`config.mk`:
```
export PLATFORM = sky130hd
export DESIGN_NAME = pong_board_top
export DESIGN_NICKNAME = d
export VERILOG_FILES = /design/src/common/pong_pkg.sv /design/src/game/game_controller.sv /design/src/logic/ball_link_regs.sv /design/src/logic/paddle_tracker.sv /design/src/logic/pong_board_top.sv
export VERILOG_INCLUDE_DIRS = /design/src /design/src/common
export SDC_FILE = /design/constraint.sdc
export NUM_CORES = 1
export LEC_CHECK = 0
export BUFFER_PORTS_ARGS = -buffer_cell sky130_fd_sc_hd__buf_2
export CAP_MARGIN = 10
export CELL_PAD_IN_SITES_DETAIL_PLACEMENT = 1
export CELL_PAD_IN_SITES_GLOBAL_PLACEMENT = 1
export CORE_AREA = 2 2 217 219
export DETAILED_ROUTE_END_ITERATION = 6
export DIE_AREA = 0 0 219 221
export PLACE_DENSITY = 0.81
export SLEW_MARGIN = 20
export SYNTH_ARGS = -nofsm -noshare
export SYNTH_HDL_FRONTEND = slang
export SYNTH_SLANG_ARGS = --single-unit
```
`constraint.sdc`:
```
create_clock -name clk_25MHZ -period 39.5 [get_ports clk_25MHZ]
set_input_delay 7.9 -clock clk_25MHZ [delete_from_list [all_inputs] [get_ports clk_25MHZ]]
set_output_delay 7.9 -clock clk_25MHZ [all_outputs]
set_load 0.02 [all_outputs]
```
`src/common/pong_macros.svh`:
```
`ifndef PONG_MACROS_SVH
`define PONG_MACROS_SVH

// Ball motion.
`define BASE_PERIOD  270000   // Step period at speed 1.
`define X_STEP       10
`define Y_RESET      220
`define VY_RESET     (-3)     // Vertical speed of a served ball.
`define X_ENTRY      20       // Where a received ball shows up.

// Screen limits picked by upscale.
`define X_RIGHT(up)  ((up) ? 620 : 300)
`define Y_MAX(up)    ((up) ? 479 : 239)

// Paddle.
`define PADDLE_X     20
`define PADDLE_H     40
`define SPEED_WINDOW 64       // Cycles between paddle samples.
`define MIN_SPEED    2

// Register map.
`define REG_CTRL       6'h00
`define REG_IN_Y       6'h04
`define REG_IN_VY      6'h08
`define REG_IN_GRAVITY 6'h0C
`define REG_IN_PERIOD  6'h10
`define REG_OUT_Y      6'h14
`define REG_OUT_VY     6'h18
`define REG_OUT_GRAVITY 6'h1C
`define REG_OUT_PERIOD 6'h20

`endif

```
`src/common/pong_pkg.sv`:
```
`default_nettype none

package pong_pkg;

    // Ball as it crosses from one board to the other.
    typedef struct packed {
        logic [9:0]        y;
        logic signed [7:0] vy;
        logic [1:0]        gravity;   // Phase of the every-fourth-step pull.
        logic [19:0]       period;
    } ball_state_t;

    typedef enum logic [2:0] {
        IDLE          = 3'd0,
        RUNNING_RIGHT = 3'd1,
        RUNNING_LEFT  = 3'd2,
        STOP          = 3'd3,
        SEND_BALL     = 3'd4,
        WAIT          = 3'd5
    } game_state_t;

    // AXI4-Lite master to slave.
    typedef struct packed {
        logic [5:0]  awaddr;
        logic        awvalid;
        logic [31:0] wdata;
        logic [3:0]  wstrb;
        logic        wvalid;
        logic        bready;
        logic [5:0]  araddr;
        logic        arvalid;
        logic        rready;
    } axil_req_t;

    // AXI4-Lite slave to master.
    typedef struct packed {
        logic        awready;
        logic        wready;
        logic [1:0]  bresp;
        logic        bvalid;
        logic        arready;
        logic [31:0] rdata;
        logic [1:0]  rresp;
        logic        rvalid;
    } axil_rsp_t;

endpackage

`default_nettype wire

```
`src/game/game_controller.sv`:
```
`timescale 1ns/1ps
`default_nettype none
`include "pong_macros.svh"

module game_controller #(
    parameter int unsigned base_period = `BASE_PERIOD
) (
    input  wire                    clk_25MHZ,
    input  wire                    reset,
    input  wire                    game_start,
    input  wire                    upscale,
    input  wire                    collision,
    input  wire [9:0]              estimated_speed,
    input  wire pong_pkg::ball_state_t incoming_ball,
    input  wire                    ball_pending,
    output logic                   ball_taken,
    output pong_pkg::ball_state_t  outgoing_ball,
    output pong_pkg::game_state_t  state,
    output logic [9:0]             ball_x,
    output logic [9:0]             ball_y,
    output logic                   moving_right,
    output logic                   game_over,
    output logic                   ball_sent,
    output logic                   idle
);

    localparam logic [19:0] base_period_w = 20'(base_period);

    pong_pkg::game_state_t state_next;

    logic [9:0]        x_next;
    logic [9:0]        y_next;
    logic signed [7:0] vy;
    logic signed [7:0] vy_next;
    logic [1:0]        grav;
    logic [1:0]        grav_next;
    logic [19:0]       period;
    logic [19:0]       period_next;
    logic [20:0]       count;
    logic [20:0]       count_next;

    logic [9:0]        x_limit;
    logic [9:0]        y_max;
    logic [9:0]        safe_speed;
    logic [19:0]       return_period;

    logic              step;
    logic signed [7:0] vy_grav;
    logic signed [11:0] y_sum;
    logic [9:0]        step_y;
    logic signed [7:0] step_vy;

    assign x_limit = 10'(`X_RIGHT(upscale));
    assign y_max   = 10'(`Y_MAX(upscale));

    // Faster paddle gives a shorter period.
    assign safe_speed    = (estimated_speed < 10'(`MIN_SPEED)) ? 10'(`MIN_SPEED) : estimated_speed;
    assign return_period = base_period_w / {10'd0, safe_speed};

    assign moving_right = (state == pong_pkg::RUNNING_RIGHT);
    assign game_over    = (state == pong_pkg::STOP);
    assign ball_sent    = (state == pong_pkg::SEND_BALL);
    assign idle         = (state == pong_pkg::IDLE);

    // Vertical part of one step, shared by both directions.
    always_comb begin
        step    = (count > {1'b0, period});
        vy_grav = (grav == 2'd3) ? vy + 8'sd1 : vy;
        y_sum   = $signed({2'b00, ball_y}) + $signed({{4{vy[7]}}, vy});
        if (y_sum < 0) begin
            step_y  = 10'd0;
            step_vy = -vy_grav;
        end else if (y_sum > $signed({2'b00, y_max})) begin
            step_y  = y_max;
            step_vy = -vy_grav;
        end else begin
            step_y  = y_sum[9:0];
            step_vy = vy_grav;
        end
    end

    always_comb begin
        state_next  = state;
        x_next      = ball_x;
        y_next      = ball_y;
        vy_next     = vy;
        grav_next   = grav;
        period_next = period;
        count_next  = count;
        ball_taken  = 1'b0;

        case (state)
            pong_pkg::IDLE: begin
                x_next      = 10'd0;
                y_next      = 10'(`Y_RESET);
                vy_next     = 8'(`VY_RESET);
                grav_next   = 2'd0;
                period_next = base_period_w;
                count_next  = 21'd0;
                if (game_start) begin
                    state_next = pong_pkg::RUNNING_RIGHT;
                end else if (ball_pending) begin
                    ball_taken  = 1'b1;
                    x_next      = 10'(`X_ENTRY);
                    y_next      = incoming_ball.y;
                    vy_next     = incoming_ball.vy;
                    grav_next   = incoming_ball.gravity;
                    period_next = (incoming_ball.period == 20'd0) ? base_period_w
                                                                  : incoming_ball.period;
                    state_next  = pong_pkg::WAIT;
                end
            end

            pong_pkg::WAIT: begin
                if (!ball_pending) state_next = pong_pkg::RUNNING_LEFT;  // Link released.
            end

            pong_pkg::RUNNING_RIGHT: begin
                if (ball_x >= x_limit) begin
                    state_next = pong_pkg::SEND_BALL;
                end else if (step) begin
                    x_next     = ball_x + 10'(`X_STEP);
                    y_next     = step_y;
                    vy_next    = step_vy;
                    grav_next  = grav + 2'd1;
                    count_next = 21'd0;
                end else begin
                    count_next = count + 21'd1;
                end
            end

            pong_pkg::RUNNING_LEFT: begin
                if (collision) begin
                    state_next  = pong_pkg::RUNNING_RIGHT;
                    period_next = return_period;
                    count_next  = 21'd0;
                end else if (ball_x == 10'd0) begin
                    state_next = pong_pkg::STOP;    // Missed.
                end else if (step) begin
                    x_next     = (ball_x > 10'(`X_STEP)) ? ball_x - 10'(`X_STEP) : 10'd0;
                    y_next     = step_y;
                    vy_next    = step_vy;
                    grav_next  = grav + 2'd1;
                    count_next = 21'd0;
                end else begin
                    count_next = count + 21'd1;
                end
            end

            pong_pkg::STOP, pong_pkg::SEND_BALL: begin
                if (game_start) state_next = pong_pkg::IDLE;
            end

            default: state_next = pong_pkg::IDLE;
        endcase
    end

    always_ff @(posedge clk_25MHZ or posedge reset) begin
        if (reset) begin
            state  <= pong_pkg::IDLE;
            ball_x <= 10'd0;
            ball_y <= 10'(`Y_RESET);
            vy     <= 8'(`VY_RESET);
            grav   <= 2'd0;
            period <= base_period_w;
            count  <= 21'd0;
        end else begin
            state  <= state_next;
            ball_x <= x_next;
            ball_y <= y_next;
            vy     <= vy_next;
            grav   <= grav_next;
            period <= period_next;
            count  <= count_next;
        end
    end

    // Snapshot of the ball as it leaves the right edge.
    always_ff @(posedge clk_25MHZ) begin
        if (state == pong_pkg::RUNNING_RIGHT && state_next == pong_pkg::SEND_BALL) begin
            outgoing_ball <= '{y: ball_y, vy: vy, gravity: grav, period: period};
        end
    end

endmodule

`default_nettype wire

```
`src/logic/ball_link_regs.sv`:
```
`timescale 1ns/1ps
`default_nettype none
`include "pong_macros.svh"

module ball_link_regs (
    input  wire                        clk_25MHZ,
    input  wire                        reset,
    input  wire pong_pkg::axil_req_t   s_axil_req,
    output pong_pkg::axil_rsp_t        s_axil_rsp,
    input  wire pong_pkg::ball_state_t outgoing_ball,
    input  wire pong_pkg::game_state_t state,
    input  wire                        ball_taken,
    output pong_pkg::ball_state_t      incoming_ball,
    output logic                       ball_pending
);

    logic        awready, wready, bvalid;
    logic        arready, rvalid;
    logic        aw_done, w_done;
    logic        aw_hs, w_hs, b_hs, ar_hs, r_hs;
    logic        have_aw, have_w, wr_en;
    logic [5:0]  awaddr_q, wr_addr;
    logic [31:0] wdata_q, wr_data;
    logic [3:0]  wstrb_q, wr_strb;
    logic [31:0] rd_word, rdata_q;

    function automatic logic [31:0] merge_bytes(input logic [31:0] old_val,
                                                input logic [31:0] new_val,
                                                input logic [3:0]  strb);
        logic [31:0] result;
        result = old_val;
        for (int i = 0; i < 4; i++) begin
            if (strb[i]) result[8*i +: 8] = new_val[8*i +: 8];
        end
        return result;
    endfunction

    assign aw_hs = s_axil_req.awvalid && awready;
    assign w_hs  = s_axil_req.wvalid && wready;
    assign b_hs  = bvalid && s_axil_req.bready;
    assign ar_hs = s_axil_req.arvalid && arready;
    assign r_hs  = rvalid && s_axil_req.rready;

    // Address and data may arrive in either order.
    assign have_aw = aw_done || aw_hs;
    assign have_w  = w_done || w_hs;
    assign wr_en   = have_aw && have_w;
    assign wr_addr = aw_done ? awaddr_q : s_axil_req.awaddr;
    assign wr_data = w_done ? wdata_q : s_axil_req.wdata;
    assign wr_strb = w_done ? wstrb_q : s_axil_req.wstrb;

    always_comb begin
        case (s_axil_req.araddr)
            `REG_CTRL:        rd_word = {25'd0, state, 3'd0, ball_pending};
            `REG_IN_Y:        rd_word = {22'd0, incoming_ball.y};
            `REG_IN_VY:       rd_word = {24'd0, incoming_ball.vy};
            `REG_IN_GRAVITY:  rd_word = {30'd0, incoming_ball.gravity};
            `REG_IN_PERIOD:   rd_word = {12'd0, incoming_ball.period};
            `REG_OUT_Y:       rd_word = {22'd0, outgoing_ball.y};
            `REG_OUT_VY:      rd_word = {24'd0, outgoing_ball.vy};
            `REG_OUT_GRAVITY: rd_word = {30'd0, outgoing_ball.gravity};
            `REG_OUT_PERIOD:  rd_word = {12'd0, outgoing_ball.period};
            default:          rd_word = 32'd0;
        endcase
    end

    always_comb begin
        s_axil_rsp         = '0;   // OKAY on both responses.
        s_axil_rsp.awready = awready;
        s_axil_rsp.wready  = wready;
        s_axil_rsp.bvalid  = bvalid;
        s_axil_rsp.arready = arready;
        s_axil_rsp.rvalid  = rvalid;
        s_axil_rsp.rdata   = rdata_q;
    end

    always_ff @(posedge clk_25MHZ or posedge reset) begin
        if (reset) begin
            awready      <= 1'b0;
            wready       <= 1'b0;
            bvalid       <= 1'b0;
            arready      <= 1'b0;
            rvalid       <= 1'b0;
            aw_done      <= 1'b0;
            w_done       <= 1'b0;
            ball_pending <= 1'b0;
        end else begin
            // One-cycle readies held off while a response waits.
            awready <= s_axil_req.awvalid && !awready && !aw_done && !bvalid;
            wready  <= s_axil_req.wvalid && !wready && !w_done && !bvalid;
            arready <= s_axil_req.arvalid && !arready && !rvalid;

            if (wr_en) begin
                aw_done <= 1'b0;
                w_done  <= 1'b0;
                bvalid  <= 1'b1;
            end else begin
                if (aw_hs) aw_done <= 1'b1;
                if (w_hs) w_done <= 1'b1;
                if (b_hs) bvalid <= 1'b0;
            end

            if (ar_hs) begin
                rvalid <= 1'b1;
            end else if (r_hs) begin
                rvalid <= 1'b0;
            end

            if (ball_taken) ball_pending <= 1'b0;
            if (wr_en && wr_addr == `REG_CTRL && wr_strb[0] && wr_data[0]) begin
                ball_pending <= 1'b1;
            end
        end
    end

    always_ff @(posedge clk_25MHZ) begin
        if (aw_hs) awaddr_q <= s_axil_req.awaddr;
        if (w_hs) begin
            wdata_q <= s_axil_req.wdata;
            wstrb_q <= s_axil_req.wstrb;
        end
        if (ar_hs) rdata_q <= rd_word;
        if (wr_en) begin
            case (wr_addr)
                `REG_IN_Y: incoming_ball.y <=
                    10'(merge_bytes({22'd0, incoming_ball.y}, wr_data, wr_strb));
                `REG_IN_VY: incoming_ball.vy <=
                    8'(merge_bytes({24'd0, incoming_ball.vy}, wr_data, wr_strb));
                `REG_IN_GRAVITY: incoming_ball.gravity <=
                    2'(merge_bytes({30'd0, incoming_ball.gravity}, wr_data, wr_strb));
                `REG_IN_PERIOD: incoming_ball.period <=
                    20'(merge_bytes({12'd0, incoming_ball.period}, wr_data, wr_strb));
                default: ;
            endcase
        end
    end

endmodule

`default_nettype wire

```
`src/logic/paddle_tracker.sv`:
```
`timescale 1ns/1ps
`default_nettype none
`include "pong_macros.svh"

module paddle_tracker (
    input  wire        clk_25MHZ,
    input  wire        reset,
    input  wire [9:0]  paddle_y,
    input  wire [9:0]  ball_x,
    input  wire [9:0]  ball_y,
    output logic       collision,
    output logic [9:0] estimated_speed
);

    localparam int window_bits = $clog2(`SPEED_WINDOW);

    logic [window_bits-1:0] window_count;
    logic [9:0]             last_y;
    logic                   have_sample;
    logic [10:0]            paddle_bottom;
    logic                   hit;
    logic                   window_end;

    assign paddle_bottom = {1'b0, paddle_y} + 11'(`PADDLE_H);

    // Ball at the paddle column and inside its span.
    assign hit = (ball_x <= 10'(`PADDLE_X))
              && (ball_y >= paddle_y)
              && ({1'b0, ball_y} <= paddle_bottom);

    assign window_end = (window_count == window_bits'(`SPEED_WINDOW - 1));

    always_ff @(posedge clk_25MHZ or posedge reset) begin
        if (reset) begin
            collision       <= 1'b0;
            window_count    <= '0;
            last_y          <= 10'd0;
            have_sample     <= 1'b0;
            estimated_speed <= 10'd0;
        end else begin
            collision    <= hit;
            window_count <= window_count + 1'b1;
            if (window_end) begin
                last_y      <= paddle_y;
                have_sample <= 1'b1;
                // First window only takes a reference sample.
                if (have_sample) begin
                    estimated_speed <= (paddle_y > last_y) ? paddle_y - last_y
                                                           : last_y - paddle_y;
                end
            end
        end
    end

endmodule

`default_nettype wire

```
`src/logic/pong_board_top.sv`:
```
`timescale 1ns/1ps
`default_nettype none
`include "pong_macros.svh"

module pong_board_top #(
    parameter int unsigned base_period = `BASE_PERIOD
) (
    input  wire                      clk_25MHZ,
    input  wire                      reset,
    input  wire                      game_start,
    input  wire                      upscale,
    input  wire [9:0]                paddle_y,
    input  wire pong_pkg::axil_req_t s_axil_req,
    output pong_pkg::axil_rsp_t      s_axil_rsp,
    output logic [9:0]               ball_x,
    output logic [9:0]               ball_y,
    output logic                     moving_right,
    output logic                     game_over,
    output logic                     ball_sent,
    output logic                     idle
);

    pong_pkg::ball_state_t incoming_ball;
    pong_pkg::ball_state_t outgoing_ball;
    pong_pkg::game_state_t state;
    logic                  ball_pending;
    logic                  ball_taken;
    logic                  collision;
    logic [9:0]            estimated_speed;

    ball_link_regs u_regs (
        .clk_25MHZ    (clk_25MHZ),
        .reset        (reset),
        .s_axil_req   (s_axil_req),
        .s_axil_rsp   (s_axil_rsp),
        .outgoing_ball(outgoing_ball),
        .state        (state),
        .ball_taken   (ball_taken),
        .incoming_ball(incoming_ball),
        .ball_pending (ball_pending)
    );

    paddle_tracker u_tracker (
        .clk_25MHZ      (clk_25MHZ),
        .reset          (reset),
        .paddle_y       (paddle_y),
        .ball_x         (ball_x),
        .ball_y         (ball_y),
        .collision      (collision),
        .estimated_speed(estimated_speed)
    );

    game_controller #(
        .base_period(base_period)
    ) u_game (
        .clk_25MHZ      (clk_25MHZ),
        .reset          (reset),
        .game_start     (game_start),
        .upscale        (upscale),
        .collision      (collision),
        .estimated_speed(estimated_speed),
        .incoming_ball  (incoming_ball),
        .ball_pending   (ball_pending),
        .ball_taken     (ball_taken),
        .outgoing_ball  (outgoing_ball),
        .state          (state),
        .ball_x         (ball_x),
        .ball_y         (ball_y),
        .moving_right   (moving_right),
        .game_over      (game_over),
        .ball_sent      (ball_sent),
        .idle           (idle)
    );

endmodule

`default_nettype wire

```
# Yosys cells after proc, flatten, opt, wreduce, memory -nomap -nowiden
# Index checks and enable logic that the tools add are counted.
# word_totals
output_inout_bits,65
word_cells,212
ff_bits,251
input_bits,67
# classes
div_mod_pow,1
magnitude_cmp,10
mux,74
n_eq_ne,27
addsub,11
n_reduce_logical,54
# ops
cell,count
2-to-1 mux 10 bit,18
case mux 20 bit (9 select lines),1
2-to-1 mux 20 bit,5
2-to-1 mux 21 bit,4
2-to-1 mux 8 bit,9
case mux 21 bit (3 select lines),1
case mux 10 bit (3 select lines),2
case mux 20 bit (2 select lines),1
"== test 6 x 5 -> 1 bit, second input constant",5
"== test 6 x 4 -> 1 bit, second input constant",4
2-to-1 mux 3 bit,8
case mux 8 bit (3 select lines),1
AND reduction 3 bit,8
"adder 21 x 1 -> 21 bit, second input constant",1
> comparator 21 x 20 -> 1 bit,1
"divider 19 x 10 -> 20 bit, first input constant",1
>= comparator 10 bit,2
logical AND 1 bit,20
zero test 20 bit,1
subtractor 10 bit,2
case mux 3 bit (5 select lines),1
2-to-1 mux 1 bit,13
adder 11 x 8 -> 12 bit,1
"== test 6 x 3 -> 1 bit, second input constant",2
other kinds (38),65

# Depth between registers and ports, before layout
# Gate-level depths: netlist of the first run.
# logic_depth
ltp_word,9
depth_mapped,207
depth_no_buf,192

# Cells and area by module
# From an unflattened synthesis of the first run, not the netlist that was laid out.
# hier_totals
cells_unflattened,2556
area_unflattened_um2,22476.6
# by_module_without_submodules
module,instances,cells_per_inst,area_per_inst_um2
game_controller,1,2014,15885.2
ball_link_regs,1,282,4229.1
paddle_tracker,1,260,2362.3

# Worst setup path before layout of the first run
# Ideal clock, no wire load.
# synth_path
kind,register -> register
start,register u_tracker.estimated_speed[9]
end,register u_game.period[0]
stages_incl_launch_ff,194
synth_period_minus_slack_ns,35.459
path_buffers,17
arrival_time_ns,35.341
setup_time_ns,0.118
path_slack_ns,4.041
path_cell_list,dfrtp_1 or4_1 buf_4 nor3_4 nor2_1 ha_1 o21a_1 o211ai_1 ha_1 o21a_1 o211ai_1 o21a_1 nor2_1 ha_1 o21ai_0 a21oi_1 and4_1 or2_0 [158 not listed] nand2b_1 a21oi_1 o21ai_0 a21o_1 a21o_1 nor2_1 nand4_1 mux2_2 ha_1 a21oi_1 nor2b_1 o21ai_0 nand2b_1 a211oi_1 o221ai_1 nor3_1 o2111ai_1 a21o_1
# synth_via
elab_chain_cells,5
# synth_lines
item,line,source
"start, declared",paddle_tracker.sv:12,output logic [9:0] estimated_speed
"start signal, assigned",paddle_tracker.sv:48,estimated_speed <= (paddle_y > last_y) ? paddle_y - last_y
less-than comparator 10 x 2 -> 1 bit,game_controller.sv:57,assign safe_speed = (estimated_speed < 10'(`MIN_SPEED)) ? 10'(`MIN_SPEED) : estimated_speed;
2-to-1 mux 10 bit (*),game_controller.sv:57,
divider 19 x 10 -> 20 bit (*),game_controller.sv:58,"assign return_period = base_period_w / {10'd0, safe_speed};"
2-to-1 mux 20 bit (*),game_controller.sv:133,if (collision) begin
case mux 20 bit (2 select lines) (*),game_controller.sv:92,case (state)
"end signal, assigned",game_controller.sv:165,period <= base_period_w;
"end signal, assigned",game_controller.sv:173,period <= period_next;
"end, declared",game_controller.sv:37,logic [19:0] period;
# Every way passes the cells marked *; elsewhere a longest branch is shown, timed or not. The select of a mux whose other input is x is not followed.
# A chain may end at the register's enable or synchronous reset.

# Worst setup path after layout of the first run
# layout_path
start,register u_tracker.estimated_speed[8]
end,register u_game.period[0]
# The elaborated chain is that of the path after synthesis.

==> results.sh, run 1 <==
export IMPL_grt_overflow=0
export IMPL_arrival_ns=37.57
export IMPL_grt_antenna_before_repair=0
export IMPL_r2r_start="u_tracker.estimated_speed[8]"
export IMPL_grt_pass1_vias=21700
export IMPL_clock_fmax_ghz=0.0269
export IMPL_num_antenna_cells=0
export IMPL_worstSetupStartpointType="flop"
export IMPL_synth_cell_types=118
export IMPL_total_power_mw=0.998
export IMPL_reg2reg_depth=184
export IMPL_path_clk_slew_ns=0.07
export IMPL_r2r_slack_ns=2.35
export IMPL_fin_hold_ws_ns=0.446
export IMPL_drv_cap=0
export IMPL_fin_crit_sh=0.941
export IMPL_leakage_nw=11.0
export IMPL_drt_wirelength_per_cell_um=22.0
export IMPL_setup_viol=0
export IMPL_setup_ws_ns=2.35
export IMPL_drive_gt1_frac=0.159
export IMPL_slew_limit_headroom=0.265
export IMPL_synth_avg_cell_area_um2=8.72
export IMPL_worstMarginPinSlew_ns=1.09
export IMPL_die_h_um=221
export IMPL_finalHoldViolations=0
export IMPL_syn_to_final_growth_pct=12.2
export IMPL_fillers=5494
export IMPL_ios=132
export IMPL_status="finished clean"
export IMPL_drt_iter0_drc=1384
export IMPL_die_w_um=219
export IMPL_hold_end="u_regs.wready"
export IMPL_globalRouteTotalUtil=0.290
export IMPL_ys_ff_latch=238
export IMPL_cts_tree="yes"
export IMPL_timing_rr_end="u_game.period[0]"
export IMPL_start_util=0.475
export IMPL_synth_seq_area_share=0.303
export IMPL_yosysWarningCount=0
export IMPL_end_kind="flop"
export IMPL_cts_max_level=1
export IMPL_ys_flop_type="edfxtp_1"
export IMPL_yosys_top_cells_area="edfxtp_1, ha_1, dfrtp_1"
export IMPL_crit_path_frequent_cell="ha_1"
export IMPL_yosysMostFrequentCell="ha_1"
export IMPL_syn_area_um2=21900
export IMPL_synth_top_cell_by_area="edfxtp_1"
export IMPL_grt_pass1_wl_um=114000
export IMPL_dp_hpwl_um=55400
export IMPL_criticalPathCategory="flop to flop"
export IMPL_grt_max_degree=59
export IMPL_synthTopCellsByCount="ha_1, nand2_1, nor2_1, o21ai_0, a21oi_1"
export IMPL_placed_cells=3227
export IMPL_finalCriticalPeriod_ns=37.15
export IMPL_hold_buffers=0
export IMPL_clk_latency_ns=0.55
export IMPL_crit_slowest_cell="or4_4"
export IMPL_synth_edf_count=129
export IMPL_hold_path_startpoint="u_regs.wready"
export IMPL_cts_inserted_buffers=24
export IMPL_post_place_ws_ns=-0.155
export IMPL_ant_nets=0
export IMPL_wirelength_um=72300
export IMPL_hold_depth=1
export IMPL_vdd_drop_max_mv=0.0519
export IMPL_port_buffers=101
export IMPL_fin_nets=2945
export IMPL_cp_data_required_time_ns=39.92
export IMPL_min_path_type="flop to flop"
export IMPL_clock_path_buffers=3
export IMPL_syn_inst=2508
export IMPL_drc=0
export IMPL_stdcell_count=3285
export IMPL_vias=20400
export IMPL_detail_route_first_pass_iterations=5
export IMPL_root_buffer="clkbuf_16"
export IMPL_synthArstFlopShare=0.458
export IMPL_crit_fanout=20
export IMPL_vias_per_cell=6.21
export IMPL_finClkSkew_ns=0.0257
export IMPL_power_density_nw_per_um2=40.7
export IMPL_cpPeakStageDelay_ns=0.64
export IMPL_num_rows=79
export IMPL_core_um2=46100
export IMPL_cts_sinks=238
export IMPL_fp_dieArea_um2=48400
export IMPL_routabilityCongestion=0.876
export IMPL_yosysTopAreaCellShare=0.177
export IMPL_slew_violations=0
[cell type report]
cell class,instances,area (um2),area share
Clock buffer,29,651,0.0265
Timing Repair Buffer,207,1310,0.0532
Sequential cell,238,6630,0.270
Tap cell,607,759,0.0309
Inverter,137,517,0.0211
Multi-Input combinational cell,2052,14600,0.593
Clock inverter,15,131,0.00535
[critical path: cells and delay by family, from the launching register on]
kind                     cells  cell delay (ns)
AO/OA/AOI/OAI               88            17.04
adder cells (fa/ha/maj)     18             5.62
buffers and inverters       12             2.48
flip-flops                   1             0.46
multiplexers                 6             1.48
AND/OR/NAND/NOR             60             9.88
[registers in the layout, indices dropped and copies added (netlist names), 2 cells and up]
register / flops
u_game.ball_y: 10
u_game.count: 21
u_game.vy: 8
u_tracker.last_y: 10
u_regs.wstrb_q: 3
u_game.ball_x: 9
u_game.grav: 2
u_regs.awaddr_q: 6
u_game.state: 3
u_tracker.estimated_speed: 10
u_regs.incoming_ball: 40
u_game.period: 20
u_tracker.window_count: 6
u_game.outgoing_ball: 40
u_regs.rdata_q: 20
u_regs.wdata_q: 20
[how the worst max path moves through the flow]
stage / slack, ns / cells after the start / end / start
after floorplan: 4.04 / 193 / u_game.period[0] / u_tracker.estimated_speed[9]
after detailed placement: -0.15 / 183 / u_game.period[0] / u_tracker.estimated_speed[9]
after CTS: 0.08 / 183 / u_game.period[0] / u_tracker.estimated_speed[9]
after global routing: -0.19 / 186 / u_game.period[0] / u_tracker.estimated_speed[8]
final: 2.35 / 184 / u_game.period[0] / u_tracker.estimated_speed[8]
after global placement: 1.19 / 182 / u_game.period[0] / u_tracker.estimated_speed[9]
[metrics by stage]
step | utilization | cell area [um2] | setup TNS [ns]
global placement | 0.509 | 23400 | 0
CTS | 0.526 | 24200 | 0
detailed placement | 0.509 | 23400 | -0.155
finish | 0.533 | 24500 | 0
floorplan | - | 21900 | 0
global route | 0.533 | 24500 | -0.195
[what timing repair did]
action | 4_1_cts | 5_1_grt
setup buffers | 0 | 13
pin swaps | 0 | 8
setup endpoints to repair | 1 | 2
gates resized for setup | 4 | 51
endpoints found under the hold margin | 0 | 0
[cell families (layout without fill, tap and decap cells)]
family,Yosys count,count (layout),share of synthesized area
and+or+nand+nor,823,823,0.190
AOI/OAI and AO/OA,758,758,0.229
DFF,238,238,0.303
buffers and inverters,235,388,0.0466
adders and majority gates,218,218,0.126
xor gates and xnor gates,138,138,0.0556
muxes,96,96,0.0493
other,2,19,0.000343
[placed cells by master, fill, tap and decap left out, types with 14 or more instances in the layout]
cell type	instances
o22ai_1	17
conb_1	19
a22oi_1	15
mux2i_1	32
o21ai_0	188
nand2b_1	58
nor4_1	17
a222oi_1	14
inv_1	136
a31oi_1	27
clkbuf_16	25
and3_1	35
nor2b_1	32
o211ai_1	14
nand2_1	213
a21o_1	60
a21oi_1	169
dfstp_2	20
dfrtp_1	89
xnor2_1	89
nand3_1	57
ha_1	213
o31ai_1	17
and2_1	18
edfxtp_1	129
o21bai_1	16
a221oi_1	20
buf_2	101
nor2_1	207
buf_4	105
mux2_2	54
o21a_1	45
or3_1	17
xor2_1	48
nor3_1	53
nand4_1	22
[power by group]
group / internal [mW] / total [mW] / switching (mW)
clock: 0.131 / 0.232 / 0.101
combinational: 0.147 / 0.401 / 0.254
sequential: 0.317 / 0.365 / 0.0480
total: 0.595 / 0.998 / 0.404
[routing by layer]
layer / up-vias / GRT usage / share of wire
met5: - / 0 / 0
met2: 534 / 0.519 / 0.50
li1: 9569 / - / -
met3: 181 / 0.0202 / 0.034
met1: 10100 / 0.352 / 0.41
met4: 0 / 0.136 / 0.048
No activity file was read; power rests on OpenSTA's default activity.
==> inputs of run 2 (changes only) <==
--- a/config.mk
+++ b/config.mk
@@ -9,10 +9,9 @@
 export BUFFER_PORTS_ARGS = -buffer_cell sky130_fd_sc_hd__buf_2
 export CAP_MARGIN = 10
-export CELL_PAD_IN_SITES_DETAIL_PLACEMENT = 1
-export CELL_PAD_IN_SITES_GLOBAL_PLACEMENT = 1
-export CORE_AREA = 2 2 217 219
+export CORE_AREA = 2 2 190 192
 export DETAILED_ROUTE_END_ITERATION = 6
-export DIE_AREA = 0 0 219 221
+export DIE_AREA = 0 0 192 194
 export PLACE_DENSITY = 0.81
+export SETUP_SLACK_MARGIN = 0.3
 export SLEW_MARGIN = 20
 export SYNTH_ARGS = -nofsm -noshare
==> constraint.sdc (replaced) <==
create_clock -name clk_25MHZ -period 39.5 [get_ports clk_25MHZ]
set_input_delay 7.9 -clock clk_25MHZ [delete_from_list [all_inputs] [get_ports clk_25MHZ]]
set_output_delay 7.9 -clock clk_25MHZ [all_outputs]
set_load 0.1 [all_outputs]
==> results.sh, run 2 (synthesis results as in run 1) <==
export IMPL_post_route_util=0.686
export IMPL_met1_usage=0.393
export IMPL_grt_pass1_wl_um=96300
export IMPL_finalHoldViolations=0
export IMPL_grt_overflow=0
export IMPL_root_buffer="clkbuf_16"
export IMPL_fin_nets=2911
export IMPL_num_rows=69
export IMPL_hold_path_startpoint="u_regs.arready"
export IMPL_die_h_um=194
export IMPL_hold_depth=1
export IMPL_vdd_drop_max_mv=0.0951
export IMPL_reg2reg_depth=184
export IMPL_top_regs="u_game.outgoing_ball: 40 flops, u_regs.incoming_ball: 40 flops, u_game.count: 21 flops"
export IMPL_min_path_type="flop to flop"
export IMPL_cts_sinks=238
export IMPL_grt_max_degree=64
export IMPL_fillers=2767
export IMPL_grt_antenna_before_repair=1
export IMPL_vias=20100
export IMPL_drv_cap=0
export IMPL_core_um2=35200
export IMPL_dp_hpwl_um=45800
export IMPL_cts_tree="yes"
export IMPL_hold_end="u_regs.arready"
export IMPL_drive_gt1_frac=0.150
export IMPL_drc=0
export IMPL_drt_wirelength_per_cell_um=19.5
export IMPL_top_usage_layer="met2"
export IMPL_grt_pass1_vias=19400
export IMPL_layout_common_cells="ha_1, nand2_1, nor2_1"
export IMPL_end_kind="flop"
export IMPL_criticalPathCategory="flop to flop"
export IMPL_r2r_slack_ns=2.64
export IMPL_finalCriticalPeriod_ns=36.86
export IMPL_wirelength_um=60600
export IMPL_crit_slowest_cell="or4_4"
export IMPL_vias_per_cell=6.48
export IMPL_slew_violations=0
export IMPL_total_power_mw=1.06
export IMPL_worstSetupStartpointType="flop"
export IMPL_rsz0062_at_grt="no"
export IMPL_crit_fanout=14
export IMPL_tns_ns=0
export IMPL_detail_route_first_pass_iterations=7
export IMPL_worstMarginPinSlew_ns=1.10
export IMPL_crit_path_frequent_cell="ha_1"
export IMPL_hold_buffers=0
export IMPL_gr_usage_met2=0.542
export IMPL_fp_dieArea_um2=37200
export IMPL_final_common_cell="ha_1"
export IMPL_cts_inserted_buffers=24
export IMPL_slew_limit_headroom=0.265
export IMPL_cpPeakStageDelay_ns=0.66
export IMPL_setup_viol=0
export IMPL_fin_crit_sh=0.933
export IMPL_clk_latency_ns=0.54
export IMPL_syn_to_final_growth_pct=10.4
export IMPL_multi_input_area_um2=14600
export IMPL_r2r_start="u_tracker.estimated_speed[9]"
export IMPL_seq_area_um2=6630
export IMPL_leakage_nw=10.8
export IMPL_ios=132
export IMPL_finClkSkew_ns=0.0317
export IMPL_cts_max_level=1
export IMPL_drt_iter0_drc=1603
export IMPL_cp_data_required_time_ns=39.91
export IMPL_die_w_um=192
export IMPL_fin_hold_ws_ns=0.453
export IMPL_port_buffers=101
export IMPL_timing_rr_end="u_game.period[0]"
export IMPL_path_clk_slew_ns=0.07
export IMPL_routabilityCongestion=0.909
export IMPL_ant_nets=0
export IMPL_post_place_ws_ns=0.125
export IMPL_clock_fmax_ghz=0.0271
export IMPL_clock_path_buffers=3
export IMPL_grt_use_met3=0.0351
export IMPL_globalRouteTotalUtil=0.316
export IMPL_start_util=0.621
export IMPL_arrival_ns=37.27
export IMPL_setup_ws_ns=2.64
export IMPL_status="finished clean"
export IMPL_power_density_nw_per_um2=43.7
-- run 2: cell types whose count changed in the layout (fill, tap and decap cells not counted), sizes merged --
cell / delta
buf: -34
bufinv: +1
clkbuf: -4
clkinvlp: -1
diode: +1
inv: +4
-- run 2: how the worst max path moves through the flow --
stage	start	to	slack, ns	cells after the start
detailed placement	u_tracker.estimated_speed[9]	u_game.period[0]	0.12	179
floorplan	u_tracker.estimated_speed[9]	u_game.period[0]	4.04	193
global route	u_tracker.estimated_speed[9]	u_game.period[0]	0.13	186
CTS	u_tracker.estimated_speed[9]	u_game.period[0]	0.42	180
finish	u_tracker.estimated_speed[9]	u_game.period[0]	2.64	184
global placement	u_tracker.estimated_speed[9]	u_game.period[0]	1.28	179
-- run 2: final cells by class --
type                       count  share of cell area
multi-input combinational   2052               0.603
sequential                   238               0.274
timing repair buffer         173              0.0433
clock buffer                  25              0.0254
tap                          461              0.0239
inverter                     137              0.0214
clock inverter                19             0.00886
antenna                        1            0.000104
-- run 2: metrics by stage --
stage                     cells  cell area [um2]
after global routing       3105            24100
final                      3106            24100
after CTS                  3097            23900
after global placement     3053            23000
after detailed placement   3053            23000
after floorplan            2525            21900
-- run 2: metal layers --
layer  share of wire  wire length, um
met5               0                0
met4           0.050             3010
met3           0.068             4120
met2            0.49            29400
met1            0.40            24000
-- run 2: timing repair --
action / in CTS / in global routing
buffers inserted: 0 / 8
endpoints found under the setup margin: 1 / 2
gates resized for setup: 6 / 44
hold endpoints to repair: 0 / 0
pin swaps: 0 / 6
-- run 2: report_power, final --
group | internal (mW) | total, mW | switching, mW
Sequential | 0.317 | 0.362 | 0.0444
Combinational | 0.145 | 0.456 | 0.312
Clock | 0.135 | 0.238 | 0.102
-- run 2: critical path: cells and delay by family, from the launching register on --
| kind | cells | cell delay [ns] |
|---|---|---|
| compound gates | 88 | 17.20 |
| fa+ha+maj | 18 | 5.70 |
| buf+inv | 11 | 1.97 |
| flops | 1 | 0.48 |
| mux | 6 | 1.53 |
| simple gates | 61 | 9.71 |
